## config.mk

```make
export PLATFORM = sky130hd
export DESIGN_NAME = capture_ctrl
export DESIGN_NICKNAME = d
export VERILOG_FILES = /design/src/hdl/capture_pkg.sv /design/src/hdl/lb_pkg.sv /design/src/hdl/capture_ctrl.sv
export VERILOG_INCLUDE_DIRS = /design/src /design/src/hdl
export SDC_FILE = /design/constraint.sdc
export NUM_CORES = 1
export LEC_CHECK = 0
export BUFFER_PORTS_ARGS = -buffer_cell sky130_fd_sc_hd__buf_2
export CAP_MARGIN = 20
export CORE_UTILIZATION = 57
export DETAILED_ROUTE_END_ITERATION = 10
export GPL_ROUTABILITY_DRIVEN = 0
export HOLD_SLACK_MARGIN = 0.12
export PLACE_DENSITY = 0.86
export SYNTH_ARGS = -nofsm -noshare
export SYNTH_HDL_FRONTEND = slang
export SYNTH_SLANG_ARGS = --single-unit
```

## constraint.sdc

```tcl
create_clock -name clk_200m -period 11.2 [get_ports clk_200m]
set_input_delay 1.68 -clock clk_200m [delete_from_list [all_inputs] [get_ports clk_200m]]
set_output_delay 1.68 -clock clk_200m [all_outputs]
set_load 0.02 [all_outputs]
```

## src/hdl/capture_macros.svh

```systemverilog
// sizes and register map for the capture core; EVENT_BITS must equal four PORT_BITS and LB_DATA_BITS
`ifndef CAPTURE_MACROS_SVH
`define CAPTURE_MACROS_SVH

// ----------------------------------------------------------------------
// widths
// ----------------------------------------------------------------------
`define EVENT_BITS    32
`define PORT_BITS     8
// 256 sample words
`define DEPTH_BITS    8
`define LB_ADDR_BITS  32
`define LB_DATA_BITS  32

// ----------------------------------------------------------------------
// register offsets, low 8 address bits
// ----------------------------------------------------------------------
`define REG_CTRL      8'h90
`define REG_TRIG_MASK 8'h94
`define REG_WINDOW    8'h98
`define REG_MEM_ADDR  8'h9C
`define REG_MEM_DATA  8'hA0
`define REG_STATUS    8'hA4

// arm strobe in REG_CTRL, host pending in REG_STATUS
`define CTRL_ARM_BIT    4
`define STATUS_PEND_BIT 4

// event source codes in REG_CTRL bits 1..0
`define MODE_NIBBLES    2'd0
`define MODE_SIDE_AD    2'd1
`define MODE_SIDE_EH    2'd2
`define MODE_TEST_COUNT 2'd3

`endif
```

## src/hdl/capture_pkg.sv

```systemverilog
// event, sample-memory and FSM types; codes must match REG_CTRL and REG_STATUS fields
`include "capture_macros.svh"

package capture_pkg;

  // ----------------------------------------------------------------------
  // data words
  // ----------------------------------------------------------------------
  typedef logic [`EVENT_BITS-1:0] event_t;
  typedef logic [`PORT_BITS-1:0]  port_t;

  // sample memory address and fill count
  typedef logic [`DEPTH_BITS-1:0] mem_addr_t;
  // one extra bit so a full memory is visible
  typedef logic [`DEPTH_BITS:0]   sample_count_t;

  // ----------------------------------------------------------------------
  // encodings
  // ----------------------------------------------------------------------
  typedef enum logic [1:0] {
    mode_nibbles    = `MODE_NIBBLES,
    mode_side_ad    = `MODE_SIDE_AD,
    mode_side_eh    = `MODE_SIDE_EH,
    mode_test_count = `MODE_TEST_COUNT
  } event_mode_t;

  typedef enum logic [1:0] {
    st_idle    = 2'd0,
    st_armed   = 2'd1,
    st_capture = 2'd2,
    st_done    = 2'd3
  } capture_state_t;

endpackage

```

## src/hdl/lb_pkg.sv

```systemverilog
// local-bus word types; widths come from capture_macros.svh
`include "capture_macros.svh"

package lb_pkg;

  // ----------------------------------------------------------------------
  // local-bus words
  // ----------------------------------------------------------------------

  // byte address from the host, only the low 8 bits are decoded
  typedef logic [`LB_ADDR_BITS-1:0] lb_addr_t;

  // write and readback data
  typedef logic [`LB_DATA_BITS-1:0] lb_data_t;

endpackage

```

## src/hdl/capture_ctrl.sv

```systemverilog
// stores only changed event words; a window of 0 or 1 keeps just the trigger sample
`include "capture_macros.svh"

module capture_ctrl (
  input  logic                          clk_200m,
  input  logic                          reset_200m,
  input  capture_pkg::event_t           events,
  input  logic                          arm,
  input  capture_pkg::event_t           trig_mask,
  input  lb_pkg::lb_data_t              window,
  output logic                          cap_we,
  output capture_pkg::mem_addr_t        cap_addr,
  output capture_pkg::event_t           cap_data,
  output capture_pkg::capture_state_t   state,
  output capture_pkg::sample_count_t    stored_count
);

  capture_pkg::event_t        prev_events;
  capture_pkg::sample_count_t next_count;
  lb_pkg::lb_data_t           cyc_cnt;
  logic                       trig_hit;
  logic                       store_en;
  logic                       last_cycle;

  // zero mask triggers at once
  assign trig_hit   = (trig_mask == '0) || ((events & trig_mask) != '0);
  // trigger sample, then every change while capturing
  assign store_en   = ((state == capture_pkg::st_armed) && trig_hit) ||
                      ((state == capture_pkg::st_capture) && (events != prev_events));
  assign next_count = stored_count + store_en;
  // cyc_cnt already includes the trigger cycle
  assign last_cycle = (cyc_cnt + 1'b1) >= window;

  // ----------------------------------------------------------------------
  // capture FSM
  // ----------------------------------------------------------------------
  always_ff @(posedge clk_200m) begin
    if (reset_200m) begin
      state        <= capture_pkg::st_idle;
      stored_count <= '0;
      cyc_cnt      <= '0;
      cap_we       <= 1'b0;
    end else begin
      cap_we <= store_en;
      case (state)
        capture_pkg::st_armed: begin
          if (trig_hit) begin
            stored_count <= next_count;
            cyc_cnt      <= 1;
            state        <= (window > 1) ? capture_pkg::st_capture : capture_pkg::st_done;
          end
        end
        capture_pkg::st_capture: begin
          stored_count <= next_count;
          cyc_cnt      <= cyc_cnt + 1'b1;
          // window used up or memory full
          if (last_cycle || next_count[`DEPTH_BITS]) begin
            state <= capture_pkg::st_done;
          end
        end
        default: begin
          // arm only from idle or done
          if (arm) begin
            state        <= capture_pkg::st_armed;
            stored_count <= '0;
          end
        end
      endcase
    end
  end

  // previous word for change detect, write payload
  always_ff @(posedge clk_200m) begin
    prev_events <= events;
    if (store_en) begin
      cap_addr <= stored_count[`DEPTH_BITS-1:0];
      cap_data <= events;
    end
  end

endmodule

```

==> reports/metrics.cfg <==
[pwr]
static-leakage-power_nw=3.14
ir_drop_mv=0.167
p_per_area_mw_per_mm2=205

[place]
hpwlAfterDp_um=11100
numPortBuffers=150

[timing]
fin_crit_sh=0.372
tightest_slew_ns=1.04
setup_viol_count_final=0
hold_viol=0
rsz0062_at_grt=false
max_freq_mhz=240
relSlewSlack=0.310
drv_slew=0
setup_tns_ns=0
finalClockSkew_ns=0.00970
hold-worst-slack_ns=0.499
finalCriticalPeriod_ns=4.16

[global_routing]
grt_pass1_vias=5188
track_usage=0.303
grt_pass1_wl_um=24200
antenna_found_initial=0
grt_max_degree=46
grt_overflow=0

[setup_path]
worstPathArrival_ns=4.57
worstPathCellList=buf_2 > a22oi_1 > nand2_1 > nor4_4 > nand2_1 > o21ai_0 > o21ai_4 > ha_1 > ha_1 > nand4_1 > xnor2_1 > nor2_1 > a21oi_1 > mux2_1
endpoint_kind=flop
cp_max_fo=6
crit_type=in -> reg
crit_path_top_delay_cell=nor4_4
cp.required_ns=11.60
startpoint_type=input port
slowest_delay_ns=0.45

[detailed_routing]
top_layer=met4
antenna_left=0
route.met2.wl_um=7600
dr.pass1.iters=5
drt_iter0_drc=331
drc=0
dr_wl_met3_um=1260
drt-met1-wl_um=5790
vias=5343
wl_um=15200
wire_per_inst_um=17.0
via_per_inst=5.96

[logic_synthesis]
postSynthCellCount=593
yosys.area.top_type_share=0.262
synth_fa_ha_area_frac=0.0796
synth.area.top_cells=dfxtp_1, edfxtp_1, ha_1
yosys_warnings=0
synth.distinct_cells=56
synthXorXnorAreaFrac=0.0949
synth_edf_count=40
synth_compound_area_frac=0.127
yosysMostFrequentCell=dfxtp_1
ys_ff_latch=116
yosys.area_share.simple=0.190
synth_commonest_cells=dfxtp_1, nand2_1, a21oi_1, inv_1
synth_largest_area_cell=dfxtp_1
syn_nets=729
ys_seq_area_frac=0.468
synth_top_flop_cell=dfxtp_1
synth_top_family_by_area=simple AND/OR/NAND/NOR gates
synth_area_per_cell_um2=9.80
netlist_area_mm2=0.00581
synthMuxAreaShare=0.00194
async_flop_share=0

[floorplanning]
die_w_um=103
initial_core_util=0.592
row_count=36
coreArea_mm2=0.00982
dieArea_mm2=0.0106
die_h_um=103
pin_count=151

[clock_network]
clk_latency_ns=0.52
cts_buffers=17
cts_setup_buffers=0
cts_buffer_depth=2
htreeDepth=4
hold_buffers=0
cts_resized=0
cts_tree=done
clk_pin_slew_worst_paths_ns=0.06
clkSinkCount=116
clockRootBuffer=clkbuf_8

[layout]
drive_gt1_frac=0.262
nNetsFinal=886
synthToLayoutAreaGrowth_pct=25.2
antenna_cells=0

[status]
status=finished clean

[flow_run]
cap_violations=0

[worst_hold_path]
worstHoldPathType=reg -> reg

==> final cells by class <==
type	instances	area (um^2)
flip-flops and latches	116	2720
repair buffers	154	781
fillers	685	2540
inverters	41	154
multi-input cells	420	2890
clock inverters	13	135
well taps	133	166
clock buffers	19	432
==> worst paths after layout <==
check                          startpoint                 endpoint  slack [ns]  cells after the start
hold / removal    cyc_cnt[6]$_SDFFE_PP0P_  cyc_cnt[6]$_SDFFE_PP0P_        0.50                      2
setup reg to reg  cyc_cnt[0]$_SDFFE_PP0P_    state[1]$_SDFFE_PP0P_        7.26                     13
hold reg to reg   cyc_cnt[6]$_SDFFE_PP0P_  cyc_cnt[6]$_SDFFE_PP0P_        0.50                      2
setup / recovery                events[8]    state[1]$_SDFFE_PP0P_        7.04                     14
==> worst max-delay path: cells and delay by family <==
family / cells / cell delay, ns
xor gates and xnor gates: 1 / 0.14
and+or+nand+nor: 5 / 0.94
buffers and inverters: 1 / 0.14
AOI/OAI and AO/OA: 4 / 0.86
muxes: 1 / 0.35
adders and majority gates: 2 / 0.46
==> sequential cells by signal, summed over array words and instances (netlist names) <==
signal,flops
cap_data,32
cyc_cnt,32
prev_events,32
stored_count,9
cap_addr,8
state,2
cap_we,1
==> power breakdown <==
group          switching, W  total [W]  internal [W]
Clock              0.000192   0.000513      0.000321
Combinational      0.000301   0.000420      0.000118
Sequential        0.0000245   0.000562      0.000537
==> stage by stage <==
step	util	cells	total power, W	worst slack (ns)	cell area, um^2
2_1_floorplan	-	593	0.000844	4.50	5810
3_3_place_gp	0.684	864	0.000974	6.71	6710
3_5_place_dp	0.684	864	0.000987	6.59	6710
4_1_cts	0.741	896	0.00150	7.05	7280
5_1_grt	0.741	896	0.00156	6.80	7280
6_report	0.741	896	0.00149	7.04	7280
==> logic make-up (layout without fill, tap and decap cells) <==
logic type               Yosys count  in the layout
AO/OA/AOI/OAI                    119            119
adder cells (fa/ha/maj)           37             37
flip-flops                       116            116
multiplexers                       1              1
AND/OR/NAND/NOR                  200            200
buffers and inverters             57            227
XOR/XNOR                          63             63
==> metal layers <==
layer,vias up,track usage
met4,0,0.169
met5,-,0
li1,2481,-
met1,2526,0.339
met3,51,0.0759
met2,285,0.527
==> cell usage in the layout (no fill, tap or decap), types with 3 or more instances in the layout <==
cell type   instances
a211oi_1            3
a21oi_1            47
a22oi_1            20
a311oi_1            4
a31oi_1             8
and3_1             10
and4_1              3
buf_2             150
buf_4               4
clkbuf_16          16
clkinv_2            3
clkinvlp_4          4
dfxtp_1            76
edfxtp_1           40
ha_1               37
inv_1              41
nand2_1            53
nand2b_1            3
nand3_1            28
nand4_1            15
nor2_1             29
nor3_1              6
nor3b_1             6
nor4_1             25
o21ai_0            16
o21ai_1             3
xnor2_1            23
xor2_1             40
Note: power is estimated with default switching activity, not from simulation.
