==> config.mk <==
export PLATFORM = sky130hd
export DESIGN_NAME = lb_regs
export DESIGN_NICKNAME = d
export VERILOG_FILES = /design/src/hdl/capture_pkg.sv /design/src/hdl/lb_pkg.sv /design/src/hdl/lb_regs.sv
export VERILOG_INCLUDE_DIRS = /design/src /design/src/hdl
export SDC_FILE = /design/constraint.sdc
export NUM_CORES = 1
export LEC_CHECK = 0
export BUFFER_PORTS_ARGS = -buffer_cell sky130_fd_sc_hd__buf_2
export CORE_ASPECT_RATIO = 1.25
export CORE_UTILIZATION = 51
export DETAILED_ROUTE_END_ITERATION = 7
export HOLD_SLACK_MARGIN = 0.1
export PLACE_DENSITY = 0.85
export SYNTH_ARGS = -nofsm -noshare
export SYNTH_HDL_FRONTEND = slang
export SYNTH_SLANG_ARGS = --single-unit
==> constraint.sdc <==
create_clock -name clk_200m -period 4.21 [get_ports clk_200m]
set_input_delay 0.6315 -clock clk_200m [delete_from_list [all_inputs] [get_ports clk_200m]]
set_output_delay 0.6315 -clock clk_200m [all_outputs]
set_load 0.05 [all_outputs]
==> src/hdl/capture_macros.svh <==
// sizes and register map for the capture core; EVENT_BITS must equal four PORT_BITS and LB_DATA_BITS
`ifndef CAPTURE_MACROS_SVH
`define CAPTURE_MACROS_SVH

// ----------------------------------------------------------------------
// widths
// ----------------------------------------------------------------------
`define EVENT_BITS    32
`define PORT_BITS     8
// 256 sample words
`define DEPTH_BITS    8
`define LB_ADDR_BITS  32
`define LB_DATA_BITS  32

// ----------------------------------------------------------------------
// register offsets, low 8 address bits
// ----------------------------------------------------------------------
`define REG_CTRL      8'h90
`define REG_TRIG_MASK 8'h94
`define REG_WINDOW    8'h98
`define REG_MEM_ADDR  8'h9C
`define REG_MEM_DATA  8'hA0
`define REG_STATUS    8'hA4

// arm strobe in REG_CTRL, host pending in REG_STATUS
`define CTRL_ARM_BIT    4
`define STATUS_PEND_BIT 4

// event source codes in REG_CTRL bits 1..0
`define MODE_NIBBLES    2'd0
`define MODE_SIDE_AD    2'd1
`define MODE_SIDE_EH    2'd2
`define MODE_TEST_COUNT 2'd3

`endif
==> src/hdl/capture_pkg.sv <==
// event, sample-memory and FSM types; codes must match REG_CTRL and REG_STATUS fields
`include "capture_macros.svh"

package capture_pkg;

  // ----------------------------------------------------------------------
  // data words
  // ----------------------------------------------------------------------
  typedef logic [`EVENT_BITS-1:0] event_t;
  typedef logic [`PORT_BITS-1:0]  port_t;

  // sample memory address and fill count
  typedef logic [`DEPTH_BITS-1:0] mem_addr_t;
  // one extra bit so a full memory is visible
  typedef logic [`DEPTH_BITS:0]   sample_count_t;

  // ----------------------------------------------------------------------
  // encodings
  // ----------------------------------------------------------------------
  typedef enum logic [1:0] {
    mode_nibbles    = `MODE_NIBBLES,
    mode_side_ad    = `MODE_SIDE_AD,
    mode_side_eh    = `MODE_SIDE_EH,
    mode_test_count = `MODE_TEST_COUNT
  } event_mode_t;

  typedef enum logic [1:0] {
    st_idle    = 2'd0,
    st_armed   = 2'd1,
    st_capture = 2'd2,
    st_done    = 2'd3
  } capture_state_t;

endpackage

==> src/hdl/lb_pkg.sv <==
// local-bus word types; widths come from capture_macros.svh
`include "capture_macros.svh"

package lb_pkg;

  // ----------------------------------------------------------------------
  // local-bus words
  // ----------------------------------------------------------------------

  // byte address from the host, only the low 8 bits are decoded
  typedef logic [`LB_ADDR_BITS-1:0] lb_addr_t;

  // write and readback data
  typedef logic [`LB_DATA_BITS-1:0] lb_data_t;

endpackage

==> src/hdl/lb_regs.sv <==
// one REG_MEM_DATA access at a time; poll host pending in REG_STATUS before the next one
`include "capture_macros.svh"

module lb_regs (
  input  logic                         clk_200m,
  input  logic                         reset_200m,
  input  logic                         lb_wr,
  input  logic                         lb_rd,
  input  lb_pkg::lb_addr_t             lb_addr,
  input  lb_pkg::lb_data_t             lb_wr_d,
  output lb_pkg::lb_data_t             lb_rd_d,
  output logic                         lb_rd_rdy,
  output capture_pkg::event_mode_t     mode,
  output logic                         arm,
  output capture_pkg::event_t          trig_mask,
  output lb_pkg::lb_data_t             window,
  input  capture_pkg::capture_state_t  state,
  input  capture_pkg::sample_count_t   stored_count,
  output logic                         host_req,
  output logic                         host_we,
  output capture_pkg::mem_addr_t       host_addr,
  output capture_pkg::event_t          host_wr_d,
  input  logic                         host_done,
  input  capture_pkg::event_t          host_rd_d
);

  capture_pkg::mem_addr_t mem_addr;
  lb_pkg::lb_data_t       reg_rd_mux;
  lb_pkg::lb_data_t       status_word;
  logic                   mem_sel;
  logic                   mem_start;
  logic                   rd_pend;
  logic                   rd_done;

  assign mem_sel   = (lb_addr[7:0] == `REG_MEM_DATA);
  assign mem_start = (lb_wr || lb_rd) && mem_sel;
  // memory read returns with the arbiter done pulse
  assign rd_done   = host_done && rd_pend;

  // ----------------------------------------------------------------------
  // readback mux
  // ----------------------------------------------------------------------
  always_comb begin
    status_word                   = '0;
    status_word[1:0]              = state;
    status_word[`STATUS_PEND_BIT] = host_req;
    status_word[31:16]            = 16'(stored_count);
    case (lb_addr[7:0])
      `REG_CTRL:      reg_rd_mux = lb_pkg::lb_data_t'(mode);
      `REG_TRIG_MASK: reg_rd_mux = lb_pkg::lb_data_t'(trig_mask);
      `REG_WINDOW:    reg_rd_mux = window;
      `REG_MEM_ADDR:  reg_rd_mux = lb_pkg::lb_data_t'(mem_addr);
      `REG_STATUS:    reg_rd_mux = status_word;
      default:        reg_rd_mux = '0;
    endcase
  end

  // ----------------------------------------------------------------------
  // control registers and host request
  // ----------------------------------------------------------------------
  always_ff @(posedge clk_200m) begin
    if (reset_200m) begin
      mode      <= capture_pkg::mode_nibbles;
      arm       <= 1'b0;
      trig_mask <= '0;
      window    <= '0;
      mem_addr  <= '0;
      host_req  <= 1'b0;
      rd_pend   <= 1'b0;
      lb_rd_rdy <= 1'b0;
    end else begin
      arm       <= 1'b0;
      lb_rd_rdy <= rd_done || (lb_rd && !mem_sel);
      if (lb_wr) begin
        case (lb_addr[7:0])
          `REG_CTRL: begin
            mode <= capture_pkg::event_mode_t'(lb_wr_d[1:0]);
            arm  <= lb_wr_d[`CTRL_ARM_BIT];
          end
          `REG_TRIG_MASK: trig_mask <= capture_pkg::event_t'(lb_wr_d);
          `REG_WINDOW:    window    <= lb_wr_d;
          `REG_MEM_ADDR:  mem_addr  <= capture_pkg::mem_addr_t'(lb_wr_d);
          default:        ;
        endcase
      end
      // held until the arbiter answers
      if (host_done) begin
        host_req <= 1'b0;
        rd_pend  <= 1'b0;
      end
      if (mem_start) begin
        host_req <= 1'b1;
        rd_pend  <= lb_rd;
      end
    end
  end

  // request payload and read data
  always_ff @(posedge clk_200m) begin
    if (mem_start) begin
      host_we   <= lb_wr;
      host_addr <= mem_addr;
      host_wr_d <= capture_pkg::event_t'(lb_wr_d);
    end
    if (rd_done) begin
      lb_rd_d <= lb_pkg::lb_data_t'(host_rd_d);
    end else if (lb_rd && !mem_sel) begin
      lb_rd_d <= reg_rd_mux;
    end
  end

endmodule

==> flow_summary.ini <==
[job]
cap_violations = 0

[timing]
setup_viol = 0
fin_skew_ns = 0.00614
finalCriticalPeriod_ns = 2.56
setup_tns_ns = 0
clock.fmax_ghz = 0.390
timing.final.max_slew_violations = 0
worstMarginPinSlew_ns = 0.989
period_share_pct = 60.9
relSlewSlack_pct = 34.0
hold_viol = 0
rsz0062_at_grt = no

[detailed_routing]
wl_per_cell_um = 18.7
drt-pass1-iter-count = 7
drt-total-wl_um = 17300
vias_per_cell = 5.65
post-route-drc-count = 0
dr.first_iter.drc_count = 390
ant_nets = 0
vias = 5224

[grt]
grt.overflow.total = 0
grt_max_degree = 42
antenna_found_initial = 0
grt_pass1_wl_um = 26100
grt_use_total_pct = 28.4
grt_pass1_vias = 5131

[setup_path]
r2r-end = lb_rd_d[3]
cp_cell_sequence = buf_2 -> nor2b_1 -> and4_1 -> buf_4 -> nand2_1 -> a21oi_1
start_kind = input pin
reg2reg_setup_slack_ns = 2.61
cp-end-kind = flip-flop
arrival_ns = 2.90
r2r-start = rd_pend
cpPeakStageDelay_ns = 0.80
path_class = input pin to flip-flop
required_ns = 4.55
cp.buffers_inverters = 2
reg2regPathDepth = 2
path_max_fanout = 17
cp_slowest_cell = and4_1
critPathTopFamily = simple AND/OR/NAND/NOR gates

[synth]
synthAdderAreaFrac_pct = 0
synth-seq-area-share_pct = 62.8
synthMuxAreaShare_pct = 3.18
synth_simple_gate_area_share_pct = 14.3
yosys_warnings = 0
ys_types = 43
synth_area_per_cell_sq_um = 10.7
async_flop_share_pct = 0
synth_nets = 672
syn_area_sq_um = 5980
syn_inst = 560
synth_compound_area_share_pct = 14.9
ys.flop_type = dfxtp_1
synth_edf_count = 73
synth-seq-cells = 151
synth_top_family_by_area = compound AO/OA/AOI/OAI gates
synth_xor_area_share_pct = 0

[power_and_ir_drop]
leakagePower_nw = 3.23
vdd_drop_max_mv = 0.260
power_density_nw_per_um2 = 436

[cells_and_area]
drive_gt1_share_pct = 36.5
insertedDiodeCount = 0
ff_latch_area_sq_um = 3750
final_cell_mix = buf_2, nand2_1, dfxtp_1, edfxtp_1, a21oi_1
final_nets = 888
area_growth_pct = 29.4
stdcell_area_sq_um = 7730
num-fill-cells = 835
multi_input_area_sq_um = 1940
final_common_cell = buf_2

[floorplan]
die_h_um = 123
dieWidth_um = 98.8
initial_utilization_pct = 53.1
ios = 254
core_area_sq_um = 11200
rows = 43
dieArea_sq_um = 12200

[clocking]
path_clk_slew_ns = 0.06
clk-insertion-delay-late_ns = 0.41
clockBufferDepth = 2
ctsResizeCount = 0
cts-root-buf = clkbuf_16
cts-buffers-inserted = 17
clkSinkCount = 151
htreeDepth = 4
postCtsSetupRepairBufs = 0
ctsHoldBuffers = 0
cts_tree = done

[run_status]
status = complete, no violations

[worst_hold_path]
whs_path_depth = 1
hp-class = input pin to flip-flop
hold-path-endpoint = host_wr_d[28]
min_from = lb_wr_d[28]

[place]
dp_hpwl_um = 11500
globalplace.congestion = 0.832
portBuffers = 229
placed_area_sq_um = 7090
-- final cells by class --
| cell class | count | area share (%) |
|---|---|---|
| timing repair buffer | 239 | 15.8 |
| clock inverter | 13 | 2.60 |
| inverter | 3 | 0.146 |
| clock buffer | 19 | 5.73 |
| sequential | 151 | 48.5 |
| tap | 135 | 2.18 |
| multi-input combinational | 364 | 25.0 |
-- flip-flops by register name (all words and copies together) (netlist names) --
name       cells
host_wr_d     32
window        32
lb_rd_d       32
host_addr      8
rd_pend        1
host_we        1
lb_rd_rdy      1
mem_addr       8
trig_mask     32
mode           2
host_req       1
arm            1
-- cell usage after synthesis, drive strengths merged (2+ instances only) --
cell type / n / area share, %
edfxtp: 73 / 37
nor2b: 2 / 0.21
and2: 5 / 0.57
mux2: 8 / 1.5
nand2: 161 / 10
buf: 28 / 3.7
and3: 3 / 0.40
o21ai: 31 / 2.7
mux2i: 10 / 1.7
nand3: 2 / 0.25
inv: 3 / 0.19
a21oi: 68 / 5.7
nand4: 3 / 0.42
dfxtp: 78 / 26
nor2: 14 / 0.88
and4bb: 2 / 0.42
nand3b: 2 / 0.25
a22o: 10 / 1.5
clkbuf: 14 / 0.88
a22oi: 32 / 4.2
-- layer usage --
| layer | vias up | global-route usage (%) | wire, um |
|---|---|---|---|
| met3 | 46 | 8.03 | 1610 |
| met1 | 2456 | 31.0 | 6210 |
| met2 | 316 | 50.8 | 9020 |
| li1 | 2406 | - | - |
| met5 | - | 0 | 0 |
| met4 | 0 | 13.8 | 418 |
-- cell families (layout without fill, tap and decap cells) --
group                  count (synthesis)  in the layout
muxes                                 18             18
AOI/OAI and AO/OA                    147            147
buffers and inverters                 45            274
DFF                                  151            151
and+or+nand+nor                      199            199
-- power by group --
part           internal (W)  switching, W  total, W
Clock               0.00107      0.000589   0.00165
Sequential          0.00155    0.00000390   0.00155
Combinational     0.0000478      0.000117  0.000165
Total               0.00266      0.000709   0.00337
-- worst reg2reg max path: cells and delay by family (launching register included) --
family	cells	cell delay, ns
flip-flops	1	0.35
AND/OR/NAND/NOR	1	0.16
AO/OA/AOI/OAI	1	0.69
-- metrics by stage --
step	std cells	power, W	util [%]	setup slack [ns]	hold slack [ns]
floorplan	560	0.00167	-	1.67	0.424
global placement	892	0.00174	63.1	1.40	0.433
detailed placement	892	0.00175	63.1	1.33	0.452
CTS	924	0.00338	68.8	1.68	0.409
global route	924	0.00346	68.8	1.53	0.410
finish	924	0.00337	68.8	1.65	0.424
-- worst max path at each step --
stage                from           end  depth (start not counted)
2_1_floorplan  lb_addr[2]  host_addr[0]                          5
3_3_place_gp   lb_addr[3]    window[22]                          6
3_5_place_dp   lb_addr[3]    window[18]                          6
4_1_cts        lb_addr[3]    window[25]                          6
5_1_grt        lb_addr[3]    window[16]                          6
6_report       lb_addr[3]    window[25]                          6
(Power assumes the default switching activity.)
