==> config.mk <==
export PLATFORM = sky130hd
export DESIGN_NAME = event_select
export DESIGN_NICKNAME = d
export VERILOG_FILES = /design/src/hdl/capture_pkg.sv /design/src/hdl/event_select.sv
export VERILOG_INCLUDE_DIRS = /design/src /design/src/hdl
export SDC_FILE = /design/constraint.sdc
export NUM_CORES = 1
export LEC_CHECK = 0
export ABC_AREA = 1
export BUFFER_PORTS_ARGS = -buffer_cell sky130_fd_sc_hd__buf_2
export CAP_MARGIN = 20
export CORE_MARGIN = 3
export CORE_UTILIZATION = 42
export CTS_CLUSTER_DIAMETER = 80
export DETAILED_ROUTE_END_ITERATION = 12
export GPL_ROUTABILITY_DRIVEN = 0
export GPL_TIMING_DRIVEN = 0
export PLACE_DENSITY_LB_ADDON = 0.3
export SLEW_MARGIN = 5
export SYNTH_ARGS = -nofsm -noshare
export SYNTH_HDL_FRONTEND = slang
export SYNTH_SLANG_ARGS = --single-unit
==> constraint.sdc <==
create_clock -name clk_200m -period 2.1 [get_ports clk_200m]
set_clock_uncertainty 0.2 [all_clocks]
set_input_delay 0.315 -clock clk_200m [delete_from_list [all_inputs] [get_ports clk_200m]]
set_output_delay 0.315 -clock clk_200m [all_outputs]
set_load 0.01 [all_outputs]
==> src/hdl/capture_macros.svh <==
// sizes and register map for the capture core; EVENT_BITS must equal four PORT_BITS and LB_DATA_BITS
`ifndef CAPTURE_MACROS_SVH
`define CAPTURE_MACROS_SVH

// ----------------------------------------------------------------------
// widths
// ----------------------------------------------------------------------
`define EVENT_BITS    32
`define PORT_BITS     8
// 256 sample words
`define DEPTH_BITS    8
`define LB_ADDR_BITS  32
`define LB_DATA_BITS  32

// ----------------------------------------------------------------------
// register offsets, low 8 address bits
// ----------------------------------------------------------------------
`define REG_CTRL      8'h90
`define REG_TRIG_MASK 8'h94
`define REG_WINDOW    8'h98
`define REG_MEM_ADDR  8'h9C
`define REG_MEM_DATA  8'hA0
`define REG_STATUS    8'hA4

// arm strobe in REG_CTRL, host pending in REG_STATUS
`define CTRL_ARM_BIT    4
`define STATUS_PEND_BIT 4

// event source codes in REG_CTRL bits 1..0
`define MODE_NIBBLES    2'd0
`define MODE_SIDE_AD    2'd1
`define MODE_SIDE_EH    2'd2
`define MODE_TEST_COUNT 2'd3

`endif
==> src/hdl/capture_pkg.sv <==
// event, sample-memory and FSM types; codes must match REG_CTRL and REG_STATUS fields
`include "capture_macros.svh"

package capture_pkg;

  // ----------------------------------------------------------------------
  // data words
  // ----------------------------------------------------------------------
  typedef logic [`EVENT_BITS-1:0] event_t;
  typedef logic [`PORT_BITS-1:0]  port_t;

  // sample memory address and fill count
  typedef logic [`DEPTH_BITS-1:0] mem_addr_t;
  // one extra bit so a full memory is visible
  typedef logic [`DEPTH_BITS:0]   sample_count_t;

  // ----------------------------------------------------------------------
  // encodings
  // ----------------------------------------------------------------------
  typedef enum logic [1:0] {
    mode_nibbles    = `MODE_NIBBLES,
    mode_side_ad    = `MODE_SIDE_AD,
    mode_side_eh    = `MODE_SIDE_EH,
    mode_test_count = `MODE_TEST_COUNT
  } event_mode_t;

  typedef enum logic [1:0] {
    st_idle    = 2'd0,
    st_armed   = 2'd1,
    st_capture = 2'd2,
    st_done    = 2'd3
  } capture_state_t;

endpackage

==> src/hdl/event_select.sv <==
// pins are input only and sampled without synchronisers; events lag the pins by two cycles
module event_select (
  input  logic                 clk_200m,
  input  logic                 reset_200m,
  input  capture_pkg::port_t   port_a,
  input  capture_pkg::port_t   port_b,
  input  capture_pkg::port_t   port_c,
  input  capture_pkg::port_t   port_d,
  input  capture_pkg::port_t   port_e,
  input  capture_pkg::port_t   port_f,
  input  capture_pkg::port_t   port_g,
  input  capture_pkg::port_t   port_h,
  input  capture_pkg::event_mode_t mode,
  output capture_pkg::event_t  events
);

  // first stage, one flop per pin
  capture_pkg::port_t  pin_a;
  capture_pkg::port_t  pin_b;
  capture_pkg::port_t  pin_c;
  capture_pkg::port_t  pin_d;
  capture_pkg::port_t  pin_e;
  capture_pkg::port_t  pin_f;
  capture_pkg::port_t  pin_g;
  capture_pkg::port_t  pin_h;

  // free running internal source
  capture_pkg::event_t test_cnt;

  // ----------------------------------------------------------------------
  // pin registers
  // ----------------------------------------------------------------------
  always_ff @(posedge clk_200m) begin
    pin_a <= port_a;
    pin_b <= port_b;
    pin_c <= port_c;
    pin_d <= port_d;
    pin_e <= port_e;
    pin_f <= port_f;
    pin_g <= port_g;
    pin_h <= port_h;
  end

  // ----------------------------------------------------------------------
  // test counter, zero out of reset then one per cycle
  // ----------------------------------------------------------------------
  always_ff @(posedge clk_200m) begin
    if (reset_200m) begin
      test_cnt <= '0;
    end else begin
      test_cnt <= test_cnt + 1'b1;
    end
  end

  // ----------------------------------------------------------------------
  // source select register
  // ----------------------------------------------------------------------
  always_ff @(posedge clk_200m) begin
    case (mode)
      // low nibble of every port, H on top
      capture_pkg::mode_nibbles: begin
        events <= {pin_h[3:0], pin_g[3:0], pin_f[3:0], pin_e[3:0],
                   pin_d[3:0], pin_c[3:0], pin_b[3:0], pin_a[3:0]};
      end
      capture_pkg::mode_side_ad: begin
        events <= {pin_d, pin_c, pin_b, pin_a};
      end
      capture_pkg::mode_side_eh: begin
        events <= {pin_h, pin_g, pin_f, pin_e};
      end
      default: begin
        events <= test_cnt;
      end
    endcase
  end

endmodule

==> results.md, run 1 <==
* Sequential fraction of the synthesis area at 59.14%
* Slew HR at 61.99%
* Via-to-Cell Ratio at 5.018
* Number of synthesized flops with an enable pin at 0
* Vias in the first global route at 4360
* Vias at 4240
* Unrepaired setup endpoints after global routing: false
* Cells after Synth at 517
* Antenna Violating Nets Remaining at 0
* Outcome: finished clean
* Die Y at about 110 µm
* Root Driver: clkbuf_8
* Placeable Area at 0.009910 mm²
* Clock Path Buffers at 2
* Post-synth top cells: nand2_1 (186), dfxtp_1 (128), nor2_1 (58)
* Critical path arrival at 2.14 ns
* Top-count cell post-synth: nand2_1
* Post-Syn Area at between 0.004 and 0.005 mm²
* Fin. max-slew vios at 0
* Drt wl/cell at 15.35 µm
* Worst Path Required at 2.35 ns
* Initial DRC count at 285
* Top post-synthesis cells by area: dfxtp_1 (59%), nand2_1 (16%), nor2_1 (5.0%)
* Syn Area/Cell at between 8 and 9 µm²
* Largest family of logic cells by synthesized area: simple AND/OR/NAND/NOR gates
* Final core occ at 63.38%
* Post-CTS setup buffer count at 0
* Critical Path Sink Type: flop
* Global-route usage over all layers at 23.35%
* Post-route setup TNS at 0 ns
* Peak supply drop at a little over 0.6 mV
* Post-CTS Hold Buffers at 66
* Async set-reset flop share out of synthesis at 0%
* Antenna Cells at 0
* Min-Delay Path Class: input port to flop
* Layout cells sized above 1 at 23.03%
* Clk slew on worst S/H paths at 0.06 ns
* Final min period at 1.889 ns
* Yosys reg bits at ~130
* DRT Wirelength at 12970 µm
* Hold slack at 0.04017 ns
* Simple-gate share of the synthesized area at 32.46%
* Worst hold path startpoint: mode[0]
* Initial core utilization at 43.72%
* Port Buffer Count at 99
* Post-synthesis compound-gate area fraction at 4.418%
* Crit Reg-Reg Startpoint: test_cnt[1]
* Count of final setup violators at 0
* Die area at around 0.012 mm²
* # nets final at 770
* Drt drc at 0
* Hold path depth at 4
* Clk sinks at approximately 130
* Remaining global-route overflow at 0
* Area grow syn2layout at 44.96%
* CTS tree: done
* Worst-skew pair later-pin latency at 0.52 ns
* CP Max Fanout at 10
* Most used DFF post-synth: dfxtp_1
* Fmax at 529.5 MHz
* Largest net degree at the start of global routing at 17
* Maxcap violations at 0
* TritonRoute pass-1 iters at 5
* Critical Path Source: mode[1]
* Crit Path Category: input port to flop
* Part of the cycle the worst path needs at 89.93%
* Dominant cell type by area after synthesis: dfxtp_1
* Worst Tran Pin Value at 0.5701 ns
* R2R depth at 8
* Static Leak at 2.738 nW
* Synth Area in Adders at 0.2888%
* Pwr dens at 978.3 mW/mm²
* Initial antenna violation count at 0
* First-pass GRT wire length at 20520 µm
* Yosys warning count at 0
* Startpoint types: input port
* Die W at 107.6 µm
* Yosys cell types at 27
* DP HPWL at 8346 µm
* Post-Syn Nets at 586
* Num ports at 100
* XOR/XNOR Fraction of Synth Area at less than 1%
* Row count at 36
* Yosys top cell area share at 59.14%
* Post-synthesis mux area share at 0%
* CTS resizes at 0
* CTS Buf Count at 17
* # H-tree levels at 4
* Final Hold Fails at 0
## power breakdown
| group | switching, mW | internal [mW] |
|---|---|---|
| clock network | 1.09 | 2.04 |
| logic | 0.195 | 0.209 |
| registers | 0.0539 | 2.56 |
## flip-flops by register name, indices dropped and copies added (netlist names)
| register | cells |
|---|---|
| pin_f | 8 |
| pin_e | 8 |
| pin_d | 8 |
| events | 32 |
| pin_h | 8 |
| pin_g | 8 |
| test_cnt | 32 |
| pin_a | 8 |
| pin_b | 8 |
| pin_c | 8 |
## cells by family after synthesis
group | Yosys count
AND/OR/NAND/NOR | 316
flip-flops | 128
buffers and inverters | 36
AO/OA/AOI/OAI | 34
XOR/XNOR | 2
adder cells (fa/ha/maj) | 1
## final cells by class
class	instances	area, µm²
fill	820	3628
clock buffer	17	414.1
multi-input combinational	353	1628
buffer	12	52.55
tap	133	166.4
timing repair buffer	165	1156
sequential	128	2562
inverter	24	90.09
clock inverter	13	211.5
## worst paths after layout
kind,end,slack (ns)
worst max register to register,test_cnt[30],0.45
worst max-delay path,events[18],0.21
worst min register to register,events[15],0.24
worst min-delay path,events[27],0.04
## layout by cell type (no fill, tap or decap), types with 16 or more instances in the layout
master	netlist	final
a21oi_1	21	21
buf_2	6	105
clkbuf_16	0	16
dfxtp_1	128	128
dlygate4sd3_1	0	66
inv_1	19	19
nand2_1	186	186
nand3_1	18	18
nand4_1	25	25
nor2_1	58	58
## per-stage QoR
step	setup slack [ns]	std cells	power [mW]	instance area [µm²]
2_1_floorplan	0.6492	517	2.784	4333
3_3_place_gp	0.3240	749	2.947	4995
3_5_place_dp	0.2961	749	2.954	4995
4_1_cts	0.2813	845	6.138	6281
5_1_grt	0.1134	845	6.322	6281
6_report	0.2115	845	6.145	6281
## metal layers
layer	share of wire, %	global-route usage [%]	vias to the layer above
met5	0	0	-
met2	50	39.74	191
met3	7.1	5.879	33
met1	40	26.73	1988
met4	2.8	12.71	0
li1	-	-	2028
## worst max-delay path, cell delays in order
cell	delay, ns
dlygate4sd3_1	0.53
buf_2	0.15
nor2_2	0.33
clkbuf_1	0.46
nand2_1	0.21
nand4_1	0.15
No activity file was read; power rests on OpenSTA's default activity.
==> inputs of run 2 (changes only) <==
Settings changed: CELL_PAD_IN_SITES_DETAIL_PLACEMENT set to 1, CELL_PAD_IN_SITES_GLOBAL_PLACEMENT set to 1.
==> run 2 against run 1 <==
Against the previous run:
- core utilization decreased by 0.13 points
- sequential power about the same
- critical path depth increased by 2
- final cell count increased by 0.24%
- fmax decreased by 6.4%
- critical endpoint is now events[29]
==> results.md, run 2 (same netlist as run 1, synthesis figures left out) <==
* Initial DRC count at 286 (+0.35%)
* Worst Path Required at 2.36 ns (about the same)
* CTS tree: done
* CP Max Fanout at 19 (+9)
* Num ports at 100 (unchanged)
* Part of the cycle the worst path needs at 96.10% (+6.2 points)
* Final min period at 2.018 ns (+0.1295 ns)
* Port Buffer Count at 99 (unchanged)
* Leading cell type in the layout, fill and taps excluded: nand2_1
* Critical path arrival at 2.28 ns (+0.14 ns)
* Startpoint types: input port
* Design Area, Final at 0.006269 mm² (-0.20%)
* Antenna Violating Nets Remaining at 0 (unchanged)
* Post-route setup TNS at 0 ns (unchanged)
* Placement Setup Slack at 0.2556 ns (-0.04054 ns)
* Maxcap violations at 0 (unchanged)
* Fmax at 495.5 MHz (-6.4%)
* Area grow syn2layout at 44.67%
* Crit Path Category: input port to flop
* First-pass GRT wire length at 30510 µm (+49%)
* Worst-skew pair later-pin latency at 0.53 ns (about the same)
* Final core occ at 63.26% (-0.13 points)
* Global-route usage over all layers at 36.45% (+13 points)
* Clk sinks at 128 (unchanged)
* Largest registers: events x32, test_cnt x32
* Worst Slack Setup Final at 0.08198 ns (-0.1295 ns)
* Critical Path Source: mode[1]
* Critical Path Sink Type: flop
* Slew HR at 61.74% (-0.25 points)
* Die W at 107.6 µm (unchanged)
* Root Driver: clkbuf_8
* Worst hold path startpoint: mode[0]
* Hold slack at 0.08053 ns (+0.04036 ns)
* Outcome: finished clean
* Total Power at 6.249 mW (+1.7%)
* Initial core utilization at 43.72% (unchanged)
* Final Hold Fails at 0 (unchanged)
* Placed Cells at 749 (unchanged)
* Fin. max-slew vios at 0 (unchanged)
* Layout cells sized above 1 at 23.17% (+0.14 points)
* Fillers at 1172 (+43%)
* Crit Reg-Reg Startpoint: test_cnt[1]
* Vias at 4592 (+8.3%)
* Largest net degree at the start of global routing at 17 (unchanged)
* DRT Wirelength at 20330 µm (+57%)
* Row count at 36 (unchanged)
* TritonRoute pass-1 iters at 4 (-1)
* Final std cells w/o fill at 847 (+0.24%)
* CTS Buf Count at 17 (unchanged)
* Drt wl/cell at 24.00 µm (+56%)
* DP HPWL at 9711 µm (+16%)
* Initial antenna violation count at 2 (+2)
* Die Y at 107.6 µm (unchanged)
* Most frequent cells in the layout: nand2_1 (186), dfxtp_1 (128), buf_2 (105), dlygate4sd3_1 (66), nor2_1 (58)
* Peak supply drop at 0.6590 mV (+8.6%)
* # nets final at 769 (-0.13%)
* Static Leak at 2.732 nW (-0.23%)
* Drt drc at 0 (unchanged)
* Placed Area at 0.004995 mm² (unchanged)
* # H-tree levels at 4 (unchanged)
* Vias in the first global route at 5172 (+19%)
* Clock Path Buffers at 2 (unchanged)
* Via-to-Cell Ratio at 5.421 (+8.0%)
* Pwr dens at 996.9 mW/mm² (+1.9%)
* Min-Delay Path Class: input port to flop
* Placeable Area at 0.009910 mm² (unchanged)
* Clk slew on worst S/H paths at 0.07 ns (about the same)
* Count of final setup violators at 0 (unchanged)
* Worst Tran Pin Value at 0.5739 ns (+0.003814 ns)
* Die area at 0.01157 mm² (unchanged)
* Unrepaired setup endpoints after global routing: false
* Remaining global-route overflow at 0 (unchanged)
[run 2: cell count changes in the layout (fill, tap and decap cells not counted)]
cell | before | now
bufinv_16 | 5 | 3
clkbuf_1 | 5 | 4
clkbuf_8 | 1 | 6
clkinv_2 | 2 | 3
clkinv_4 | 3 | 0
clkinvlp_4 | 1 | 2
diode_2 | 0 | 2
inv_6 | 2 | 1
[run 2: power by group]
part	switching (mW)	internal (mW)	total, mW
logic	0.242	0.209	0.451
registers	0.0771	2.56	2.63
clock network	1.20	1.96	3.16
[run 2: cell type report]
type	count	area (µm²)	area share, %
sequential	128	2562	40.88
multi-input combinational	353	1628	25.97
timing repair buffer	165	1156	18.44
clock buffer	22	483.0	7.705
tap	133	166.4	2.655
clock inverter	9	128.9	2.056
inverter	24	90.09	1.437
buffer	11	48.80	0.7784
antenna	2	5.005	0.07984
[run 2: path summary, 6_finish.rpt]
path | end | slack (ns) | depth (start not counted)
worst max-delay path | events[29] | 0.08 | 8
worst min-delay path | events[28] | 0.08 | 4
worst min register to register | events[22] | 0.27 | 2
worst max register to register | test_cnt[14] | 0.30 | 8
[run 2: repair_timing]
item,CTS,global route
gates resized for setup,0,0
hold endpoints to repair,67,0
buffers inserted,0,0
setup endpoints to repair,0,8
hold buffers,66,0
[run 2: worst max-delay path, cell delays in order]
cell and delay (ns):
dlygate4sd3_1 0.56, buf_2 0.16, inv_1 0.22, nand2_1 0.15
inv_2 0.33, buf_2 0.34, nand2_1 0.11, nand4_1 0.10
[run 2: per-layer routing]
metal  share of wire [%]  global-route usage (%)
met5                   0                       0
met4                 7.4                   24.44
met3                 5.4                   8.038
met2                  54                   68.25
met1                  33                   35.22
