## config.mk

```make
export PLATFORM = sky130hd
export DESIGN_NAME = mem_arbiter
export DESIGN_NICKNAME = d
export VERILOG_FILES = /design/src/hdl/capture_pkg.sv /design/src/hdl/mem_arbiter.sv
export VERILOG_INCLUDE_DIRS = /design/src /design/src/hdl
export SDC_FILE = /design/constraint.sdc
export NUM_CORES = 1
export LEC_CHECK = 0
export BUFFER_PORTS_ARGS = -buffer_cell sky130_fd_sc_hd__clkbuf_2
export CAP_MARGIN = 5
export CORE_ASPECT_RATIO = 0.6
export CORE_MARGIN = 4
export CORE_UTILIZATION = 26
export CTS_CLUSTER_SIZE = 20
export DETAILED_ROUTE_END_ITERATION = 16
export GPL_TIMING_DRIVEN = 0
export HOLD_SLACK_MARGIN = 0.02
export PLACE_DENSITY = 0.83
export SLEW_MARGIN = 20
export SYNTH_ARGS = -nofsm -noshare
export SYNTH_HDL_FRONTEND = slang
export SYNTH_SLANG_ARGS = --single-unit
```

## constraint.sdc

```tcl
create_clock -name clk_200m -period 0.8 [get_ports clk_200m]
set_input_delay 0.04 -clock clk_200m [delete_from_list [all_inputs] [get_ports clk_200m]]
set_output_delay 0.04 -clock clk_200m [all_outputs]
set_load 0.01 [all_outputs]
```

## src/hdl/capture_macros.svh

```systemverilog
// sizes and register map for the capture core; EVENT_BITS must equal four PORT_BITS and LB_DATA_BITS
`ifndef CAPTURE_MACROS_SVH
`define CAPTURE_MACROS_SVH

// ----------------------------------------------------------------------
// widths
// ----------------------------------------------------------------------
`define EVENT_BITS    32
`define PORT_BITS     8
// 256 sample words
`define DEPTH_BITS    8
`define LB_ADDR_BITS  32
`define LB_DATA_BITS  32

// ----------------------------------------------------------------------
// register offsets, low 8 address bits
// ----------------------------------------------------------------------
`define REG_CTRL      8'h90
`define REG_TRIG_MASK 8'h94
`define REG_WINDOW    8'h98
`define REG_MEM_ADDR  8'h9C
`define REG_MEM_DATA  8'hA0
`define REG_STATUS    8'hA4

// arm strobe in REG_CTRL, host pending in REG_STATUS
`define CTRL_ARM_BIT    4
`define STATUS_PEND_BIT 4

// event source codes in REG_CTRL bits 1..0
`define MODE_NIBBLES    2'd0
`define MODE_SIDE_AD    2'd1
`define MODE_SIDE_EH    2'd2
`define MODE_TEST_COUNT 2'd3

`endif
```

## src/hdl/capture_pkg.sv

```systemverilog
// event, sample-memory and FSM types; codes must match REG_CTRL and REG_STATUS fields
`include "capture_macros.svh"

package capture_pkg;

  // ----------------------------------------------------------------------
  // data words
  // ----------------------------------------------------------------------
  typedef logic [`EVENT_BITS-1:0] event_t;
  typedef logic [`PORT_BITS-1:0]  port_t;

  // sample memory address and fill count
  typedef logic [`DEPTH_BITS-1:0] mem_addr_t;
  // one extra bit so a full memory is visible
  typedef logic [`DEPTH_BITS:0]   sample_count_t;

  // ----------------------------------------------------------------------
  // encodings
  // ----------------------------------------------------------------------
  typedef enum logic [1:0] {
    mode_nibbles    = `MODE_NIBBLES,
    mode_side_ad    = `MODE_SIDE_AD,
    mode_side_eh    = `MODE_SIDE_EH,
    mode_test_count = `MODE_TEST_COUNT
  } event_mode_t;

  typedef enum logic [1:0] {
    st_idle    = 2'd0,
    st_armed   = 2'd1,
    st_capture = 2'd2,
    st_done    = 2'd3
  } capture_state_t;

endpackage

```

## src/hdl/mem_arbiter.sv

```systemverilog
// capture writes own the memory whenever cap_we is high; host waits for a free cycle
module mem_arbiter (
  input  logic                    clk_200m,
  input  logic                    reset_200m,
  input  logic                    cap_we,
  input  capture_pkg::mem_addr_t  cap_addr,
  input  capture_pkg::event_t     cap_data,
  input  logic                    host_req,
  input  logic                    host_we,
  input  capture_pkg::mem_addr_t  host_addr,
  input  capture_pkg::event_t     host_wr_d,
  output logic                    host_done,
  output capture_pkg::event_t     host_rd_d,
  output logic                    ram_we,
  output capture_pkg::mem_addr_t  ram_addr,
  output capture_pkg::event_t     ram_wr_d,
  input  capture_pkg::event_t     ram_rd_d
);

  logic host_grant;
  // granted host access waiting on read latency
  logic in_flight;

  // ----------------------------------------------------------------------
  // fixed priority, capture first
  // ----------------------------------------------------------------------
  // no regrant while the previous grant is still being answered
  assign host_grant = host_req && !cap_we && !in_flight;

  assign ram_we   = cap_we || (host_grant && host_we);
  assign ram_addr = cap_we ? cap_addr : host_addr;
  assign ram_wr_d = cap_we ? cap_data : host_wr_d;

  // ----------------------------------------------------------------------
  // grant tracking
  // ----------------------------------------------------------------------
  always_ff @(posedge clk_200m) begin
    if (reset_200m) begin
      in_flight <= 1'b0;
    end else begin
      in_flight <= host_grant;
    end
  end

  // memory output is the word read in the grant cycle
  assign host_done = in_flight;
  assign host_rd_d = ram_rd_d;

endmodule

```

==> results of run 1 <==
-- synth_stat cells --
library cell / n / share of area (%)
nor4b_4: 1 / 2.4
mux2_2: 2 / 2.3
buf_12: 4 / 8.2
buf_6: 1 / 1.1
buf_4: 32 / 24
inv_1: 1 / 0.38
a31o_2: 1 / 0.89
mux2_4: 38 / 58
dfxtp_1: 1 / 2.0
-- power by group through the flow --
stage / logic, mW / registers (mW) / clock network (mW)
4_1_cts: 1.13 / 0.0561 / 0
3_5_place_dp: 1.11 / 0.0556 / 0
6_report: 1.12 / 0.0539 / 0
2_1_floorplan: 0.632 / 0.0563 / 0
3_3_place_gp: 1.09 / 0.0553 / 0
5_1_grt: 1.19 / 0.0543 / 0
-- routing by layer --
layer	up-vias	wire, um	GRT usage [%]
li1	567	-	-
met1	536	1310	14.4
met2	34	2680	32.6
met3	2	212	0.444
met4	0	12	0.875
met5	-	0	0
-- final cells by class --
cell class                 count  area [um^2]
fill                         331         1580
timing repair buffer         158          813
multi-input combinational     42          626
buffer                        37          340
tap                           45         56.3
sequential                     1         23.8
inverter                       1         3.75
-- cell families after synthesis --
family	count (synthesis)	share of synthesized area, %
AO/OA/AOI/OAI	1	0.893
flip-flops	1	2.04
multiplexers	40	60.5
AND/OR/NAND/NOR	1	2.42
buffers and inverters	38	34.2
-- stage by stage --
step	power [mW]	utilization, %	setup slack, ns	cell area (um^2)
6_report	1.17	54.1	0.0102	1860
5_1_grt	1.24	54.1	-0.0122	1860
4_1_cts	1.19	54.0	0.00364	1860
3_5_place_dp	1.16	52.9	-0.0146	1820
3_3_place_gp	1.14	52.9	-0.0112	1820
2_1_floorplan	0.688	-	0.0466	981
-- final timing paths --
path / startpoint / to / slack (ns) / cells past startpoint
max: cap_we / ram_wr_d[15] / 0.01 / 4
min: reset_200m / host_done / 0.23 / 2
max reg2reg: host_done / host_done / 0.14 / 1
min reg2reg: host_done / host_done / 0.43 / 1
-- placed cells by master (no fill, tap or decap) --
cell | Yosys | layout
clkbuf_2 | 0 | 157
mux2_4 | 38 | 38
buf_4 | 32 | 32
buf_12 | 4 | 5
mux2_2 | 2 | 2
inv_1 | 1 | 1
a31o_2 | 1 | 1
nor4b_4 | 1 | 1
buf_16 | 0 | 1
dfxtp_4 | 0 | 1
-- timing repair --
| item | in CTS | in global routing |
|---|---|---|
| gates cloned | 1 | 0 |
| endpoints found under the setup margin | 32 | 20 |
| hold endpoints to repair | 0 | 0 |
| resized for setup | 4 | 1 |
| hold buffers | 0 | 0 |
==> key figures, run 1 <==
Status
  – Status: finished clean

Detailed routing
  – Via-per-instance ratio: roughly 4
  – Overall routed net length: 4.21 mm
  – DRT iter0 DRCs: 14
  – Number of remaining DRC errors: 0
  – DR WL/cell: 14.8 um
  – ANT nets after route: 0
  – Vias: ~1,100
  – 1st-pass router iterations: 3

Yosys
  – Cell Area, Synth: 981 um^2
  – Post-synth cell types: 9
  – Flops & latches, synth: 1
  – Gate Count Post-Synth: 81
  – Post-synthesis sequential area ratio: 2.04%
  – Syn Nets: about 200
  – Yosys warnings: 0
  – Syn Area/Cell: 12.1 um^2

STA
  – Achievable Freq: 1270 MHz
  – Final worst-path cycle share: 98.7%
  – Unrepaired setup endpoints after global routing: yes
  – Tightest Pin Transition: ~0.17 ns
  – Clk_skew: 0 ns
  – Worst rel slew slack: 88.6%
  – Slew Viols, Final: 0
  – Post-layout minimum cycle time: around 0.79 ns
  – Hold_ws: approximately 0.23 ns
  – Final setup viols: 0
  – Setup TNS: 0 ns
  – Final Hold Viols: 0

Pwr
  – Pwr Density: 629 mW/mm^2
  – Peak VDD IR: 302 uV
  – P_leak: ~1.2 nW
  – Clock Power Share: 0%
  – P_int: 0.750 mW
  – Sw frac: 36.1%
  – Combinational share of power: 95.4%
  – Sw Pwr: 0.423 mW
  – Sequential share of power: 4.6%

Job
  – Max-cap violations: 0

Clocking
  – Reg clk slew, reported paths: 0 ns
  – Post-CTS setup buffers: 0
  – Clk_lat worst skew: 0 ns

GRT
  – Global route overflow: 0
  – Largest net degree at the start of global routing: 11
  – Vias in the first global route: 1,174
  – Global-route usage over all layers: 14.4%
  – Global-route wire length before repair: 5.87 mm
  – Initial antenna violation count: 0

Setup path
  – Crit Path Class: primary input to output pin
  – CP bufs+invs: 3
  – Worst EP arrival: 0.75 ns
  – CP delay by family, top: buffers and inverters
  – Cell mode on critical path: buf_12
  – CP Launch Type: primary input
  – Max stage delay on crit path: 0.30 ns
  – Critical path cell sequence: buf_12 > buf_12 > mux2_4 > clkbuf_2
  – CP max stage cell: mux2_4
  – Crit path max fanout: 10
  – CP endpoint kind: output pin
  – Req. time, crit path: 0.76 ns

Floorplan
  – Die area: 0.00485 mm^2
  – Core area: 0.00344 mm^2
  – Die X: 87.3 um
  – # IOs: 191
  – FP Rows: 16
  – Die height: 55.6 um
  – Initial Util: roughly 28%

Placement
  – RePlAce Congestion: 0.808
  – # placed instances: 283
  – Port Buffer Count: between 150 and 200

Final layout
  – Final #Nets: 358
  – Fraction of layout cells with a size suffix above 1: between 90% and 100%
  – Synthesis-to-layout area growth: 89.9%
  – Ant. Diodes: 0
  – Finished Layout Cells: 284
  – Max reg flops: 1

Hold path
  – HP Class: primary input to register
(Power assumes the default switching activity.)
==> run 2: changes to the inputs <==
--- a/config.mk
+++ b/config.mk
@@ -6,16 +6,16 @@
 export SDC_FILE = /design/constraint.sdc
 export NUM_CORES = 1
 export LEC_CHECK = 0
+export ABC_AREA = 1
 export BUFFER_PORTS_ARGS = -buffer_cell sky130_fd_sc_hd__clkbuf_2
 export CAP_MARGIN = 5
-export CORE_ASPECT_RATIO = 0.6
-export CORE_MARGIN = 4
-export CORE_UTILIZATION = 26
+export CORE_AREA = 4 4 71 73
 export CTS_CLUSTER_SIZE = 20
 export DETAILED_ROUTE_END_ITERATION = 16
+export DIE_AREA = 0 0 75 77
 export GPL_TIMING_DRIVEN = 0
 export HOLD_SLACK_MARGIN = 0.02
-export PLACE_DENSITY = 0.83
+export PLACE_DENSITY = 0.7
 export SLEW_MARGIN = 20
 export SYNTH_ARGS = -nofsm -noshare
 export SYNTH_HDL_FRONTEND = slang
==> key figures, run 2 <==
Floorplan
  – # IOs: 191 (unchanged)
  – Die height: 77 um (was 55.6 um)
  – Die area: 0.00578 mm^2 (was 0.00485 mm^2)
  – Core area: 0.00435 mm^2 (was 0.00344 mm^2)
  – Initial Util: 20.0% (was 28.5%)
  – Die X: 75 um (was 87.3 um)
  – FP Rows: 24 (was 16)

Setup path
  – Crit Path Class: primary input to output pin (unchanged)
  – Worst Reg2Reg Path Length in Cells: 3 (was 1)
  – Crit path max fanout: 10 (unchanged)
  – Worst EP arrival: 0.62 ns (was 0.75 ns)
  – Max stage delay on crit path: 0.13 ns (was 0.30 ns)
  – CP bufs+invs: 4 (was 3)
  – CP Launch Type: primary input (unchanged)
  – Reg2Reg Setup Slack: 0.24 ns (was 0.14 ns)
  – Reg-to-Reg Start: host_done (unchanged)
  – CP max stage cell: buf_6 (was mux2_4)
  – Worst r2r dst: host_done (unchanged)
  – CP endpoint kind: output pin (unchanged)
  – Critical path cell sequence: buf_6 > inv_8 > buf_6 > nand2_1 > nand2_1 > clkbuf_2 (was buf_12 > buf_12 > mux2_4 > clkbuf_2)
  – CP delay by family, top: buffers and inverters (unchanged)
  – Req. time, crit path: 0.76 ns (about the same)

Yosys
  – Largest cells by area after synthesis: nand2_1 (49%), buf_4 (30%), buf_6 (6.5%) (was mux2_4 (58%), buf_4 (24%), buf_12 (8.2%))
  – Post-synth EDFFs: 0 (unchanged)
  – Async SR Flop Fraction: 0% (unchanged)
  – Gate Count Post-Synth: 170 (was 81)
  – Cell Area, Synth: 871 um^2 (was 981 um^2)
  – Main combinational cell family by area after synthesis: simple AND/OR/NAND/NOR gates (was multiplexers)
  – Yosys warnings: 0 (unchanged)
  – Syn Area/Cell: 5.12 um^2 (was 12.1 um^2)
  – Syn Nets: 287 (was 198)
  – Post-synth top cells: nand2_1 (114), buf_4 (35), nand2_2 (9) (was mux2_4 (38), buf_4 (32), buf_12 (4))
  – Synth area leader: nand2_1 (was mux2_4)
  – Flops & latches, synth: 1 (unchanged)
  – Most frequent cell after synthesis: nand2_1 (was mux2_4)
  – Simple-gate area share of the yosys netlist: 56.6% (was 2.42%)
  – Commonest register cell after synthesis: dfxtp_1 (unchanged)
  – Post-synthesis sequential area ratio: 2.30% (was 2.04%)
  – Compound-Gate Fraction of Synth Area: 0% (was 0.893%)
  – Xor and xnor area share after synthesis: 0% (unchanged)
  – Mux share of post-synthesis cell area: 0% (was 60.5%)
  – Post-synth cell types: 10 (was 9)
  – Share of Yosys cell area claimed by the top area cell type: 49.1% (was 58.2%)
  – Post-Synth Adder-Cell Area: 0% (unchanged)

GRT
  – Vias in the first global route: 1,247 (was 1,174)
  – Global-route usage over all layers: 10.8% (was 14.4%)
  – Global route overflow: 0 (unchanged)
  – Global-route wire length before repair: 5.22 mm (was 5.87 mm)
  – Initial antenna violation count: 0 (unchanged)
  – Largest net degree at the start of global routing: 11 (unchanged)

STA
  – Clk_skew: 0 ns (unchanged)
  – Slew Viols, Final: 0 (unchanged)
  – Setup TNS: 0 ns (unchanged)
  – Tightest Pin Transition: 0.102 ns (was 0.171 ns)
  – Achievable Freq: 1510 MHz (was 1270 MHz)
  – Unrepaired setup endpoints after global routing: no (was yes)
  – Post-layout minimum cycle time: 0.663 ns (was 0.790 ns)
  – Final worst-path cycle share: 82.8% (was 98.7%)
  – Final Hold Viols: 0 (unchanged)
  – Worst Slack Setup Final: 0.137 ns (was 0.0102 ns)
  – Worst rel slew slack: 93.2% (was 88.6%)
  – Hold_ws: 0.268 ns (was 0.228 ns)
  – Final setup viols: 0 (unchanged)

Placement
  – Port Buffer Count: 157 (unchanged)
  – RePlAce Congestion: 0.680 (was 0.808)
  – DP HPWL: 3.46 mm
  – Dpl ws: 0.122 ns (was -0.0146 ns)

Final layout
  – Fraction of layout cells with a size suffix above 1: 63.6% (was 99.6%)
  – Most common cell after layout, fill and taps aside: clkbuf_2 (unchanged)
  – Max reg flops: 1 (unchanged)
  – Ant. Diodes: 0 (unchanged)
  – Commonest non-fill, non-tap cells in the layout: clkbuf_2 (157), nand2_1 (114), buf_4 (35), nand2_2 (9), buf_6 (5) (was clkbuf_2 (157), mux2_4 (38), buf_4 (32), buf_12 (5), mux2_2 (2))
  – Final Util: 39.5% (was 54.1%)
  – Synthesis-to-layout area growth: 97.7% (was 89.9%)
  – Final #Nets: 446 (was 358)

Status
  – Status: finished clean (unchanged)

Hold path
  – Hold depth: 2 (unchanged)
  – HP Class: primary input to output pin (was primary input to register)
  – Hold_sp: ram_rd_d[30] (was reset_200m)
  – Hold Crit Endpoint: host_rd_d[30] (was host_done)

Clocking
  – Clk_lat worst skew: 0 ns (about the same)
  – Post_cts resized: 0 (was 4)
  – Post-CTS setup buffers: 0 (unchanged)
  – Hold_buf cts: 0 (unchanged)

Pwr
  – P_leak: 1.25 nW (was 1.21 nW)
  – Pwr Density: 599 mW/mm^2 (was 629 mW/mm^2)
  – Tot Pwr: 1.03 mW (was 1.17 mW)
  – Peak VDD IR: 240 uV (was 302 uV)

Detailed routing
  – Overall routed net length: 3.75 mm (was 4.21 mm)
  – ANT nets after route: 0 (unchanged)
  – Via-per-instance ratio: 3.94 (was 4.01)
  – DR WL/cell: 9.88 um (was 14.8 um)
  – 1st-pass router iterations: 4 (was 3)
  – Vias: 1,492 (was 1,139)
  – Number of remaining DRC errors: 0 (unchanged)
  – DRT iter0 DRCs: 22 (was 14)

Job
  – Max-cap violations: 0 (unchanged)
-- run 2: cell families after synthesis --
group | count (synthesis)
DFF | 1
and+or+nand+nor | 125
buffers and inverters | 44
-- run 2: worst max path at each step --
stage	start	endpoint	slack, ns	depth (start not counted)
2_1_floorplan	host_done	host_done	0.19	3
3_3_place_gp	cap_we	ram_wr_d[7]	0.13	6
3_5_place_dp	cap_we	ram_wr_d[7]	0.12	6
4_1_cts	cap_we	ram_wr_d[7]	0.12	6
5_1_grt	cap_we	ram_wr_d[6]	0.09	6
6_report	cap_we	ram_wr_d[7]	0.14	6
-- run 2: layout make-up --
cell class	instances	area (um^2)
well taps	52	65.1
multi-input cells	125	493
flip-flops and latches	1	20.0
fillers	497	2630
repair buffers	157	786
plain buffers	41	339
inverters	3	18.8
-- run 2: worst register-to-register path: cells and delay by family, from the launching register on --
kind | cells | cell delay (ns)
DFF | 1 | 0.30
and+or+nand+nor | 2 | 0.10
buffers and inverters | 1 | 0.05
-- run 2: report_power, final --
part | switching, mW | internal [mW] | leakage (nW)
Clock | 0 | 0 | 0
Combinational | 0.455 | 0.523 | 1.24
Sequential | 0.000870 | 0.0530 | 0.00820
-- run 2: metal layers --
metal	GRT usage, %	vias up	wire, um
met5	0	-	0
met3	0.654	0	582
met4	0	0	0
met1	11.7	602	1150
met2	22.6	107	2010
li1	-	783	-
-- run 2: stage by stage --
step / area (um^2) / instances
final: 1720 / 379
after detailed placement: 1720 / 379
after global routing: 1720 / 379
after floorplan: 871 / 170
after CTS: 1720 / 379
after global placement: 1720 / 379
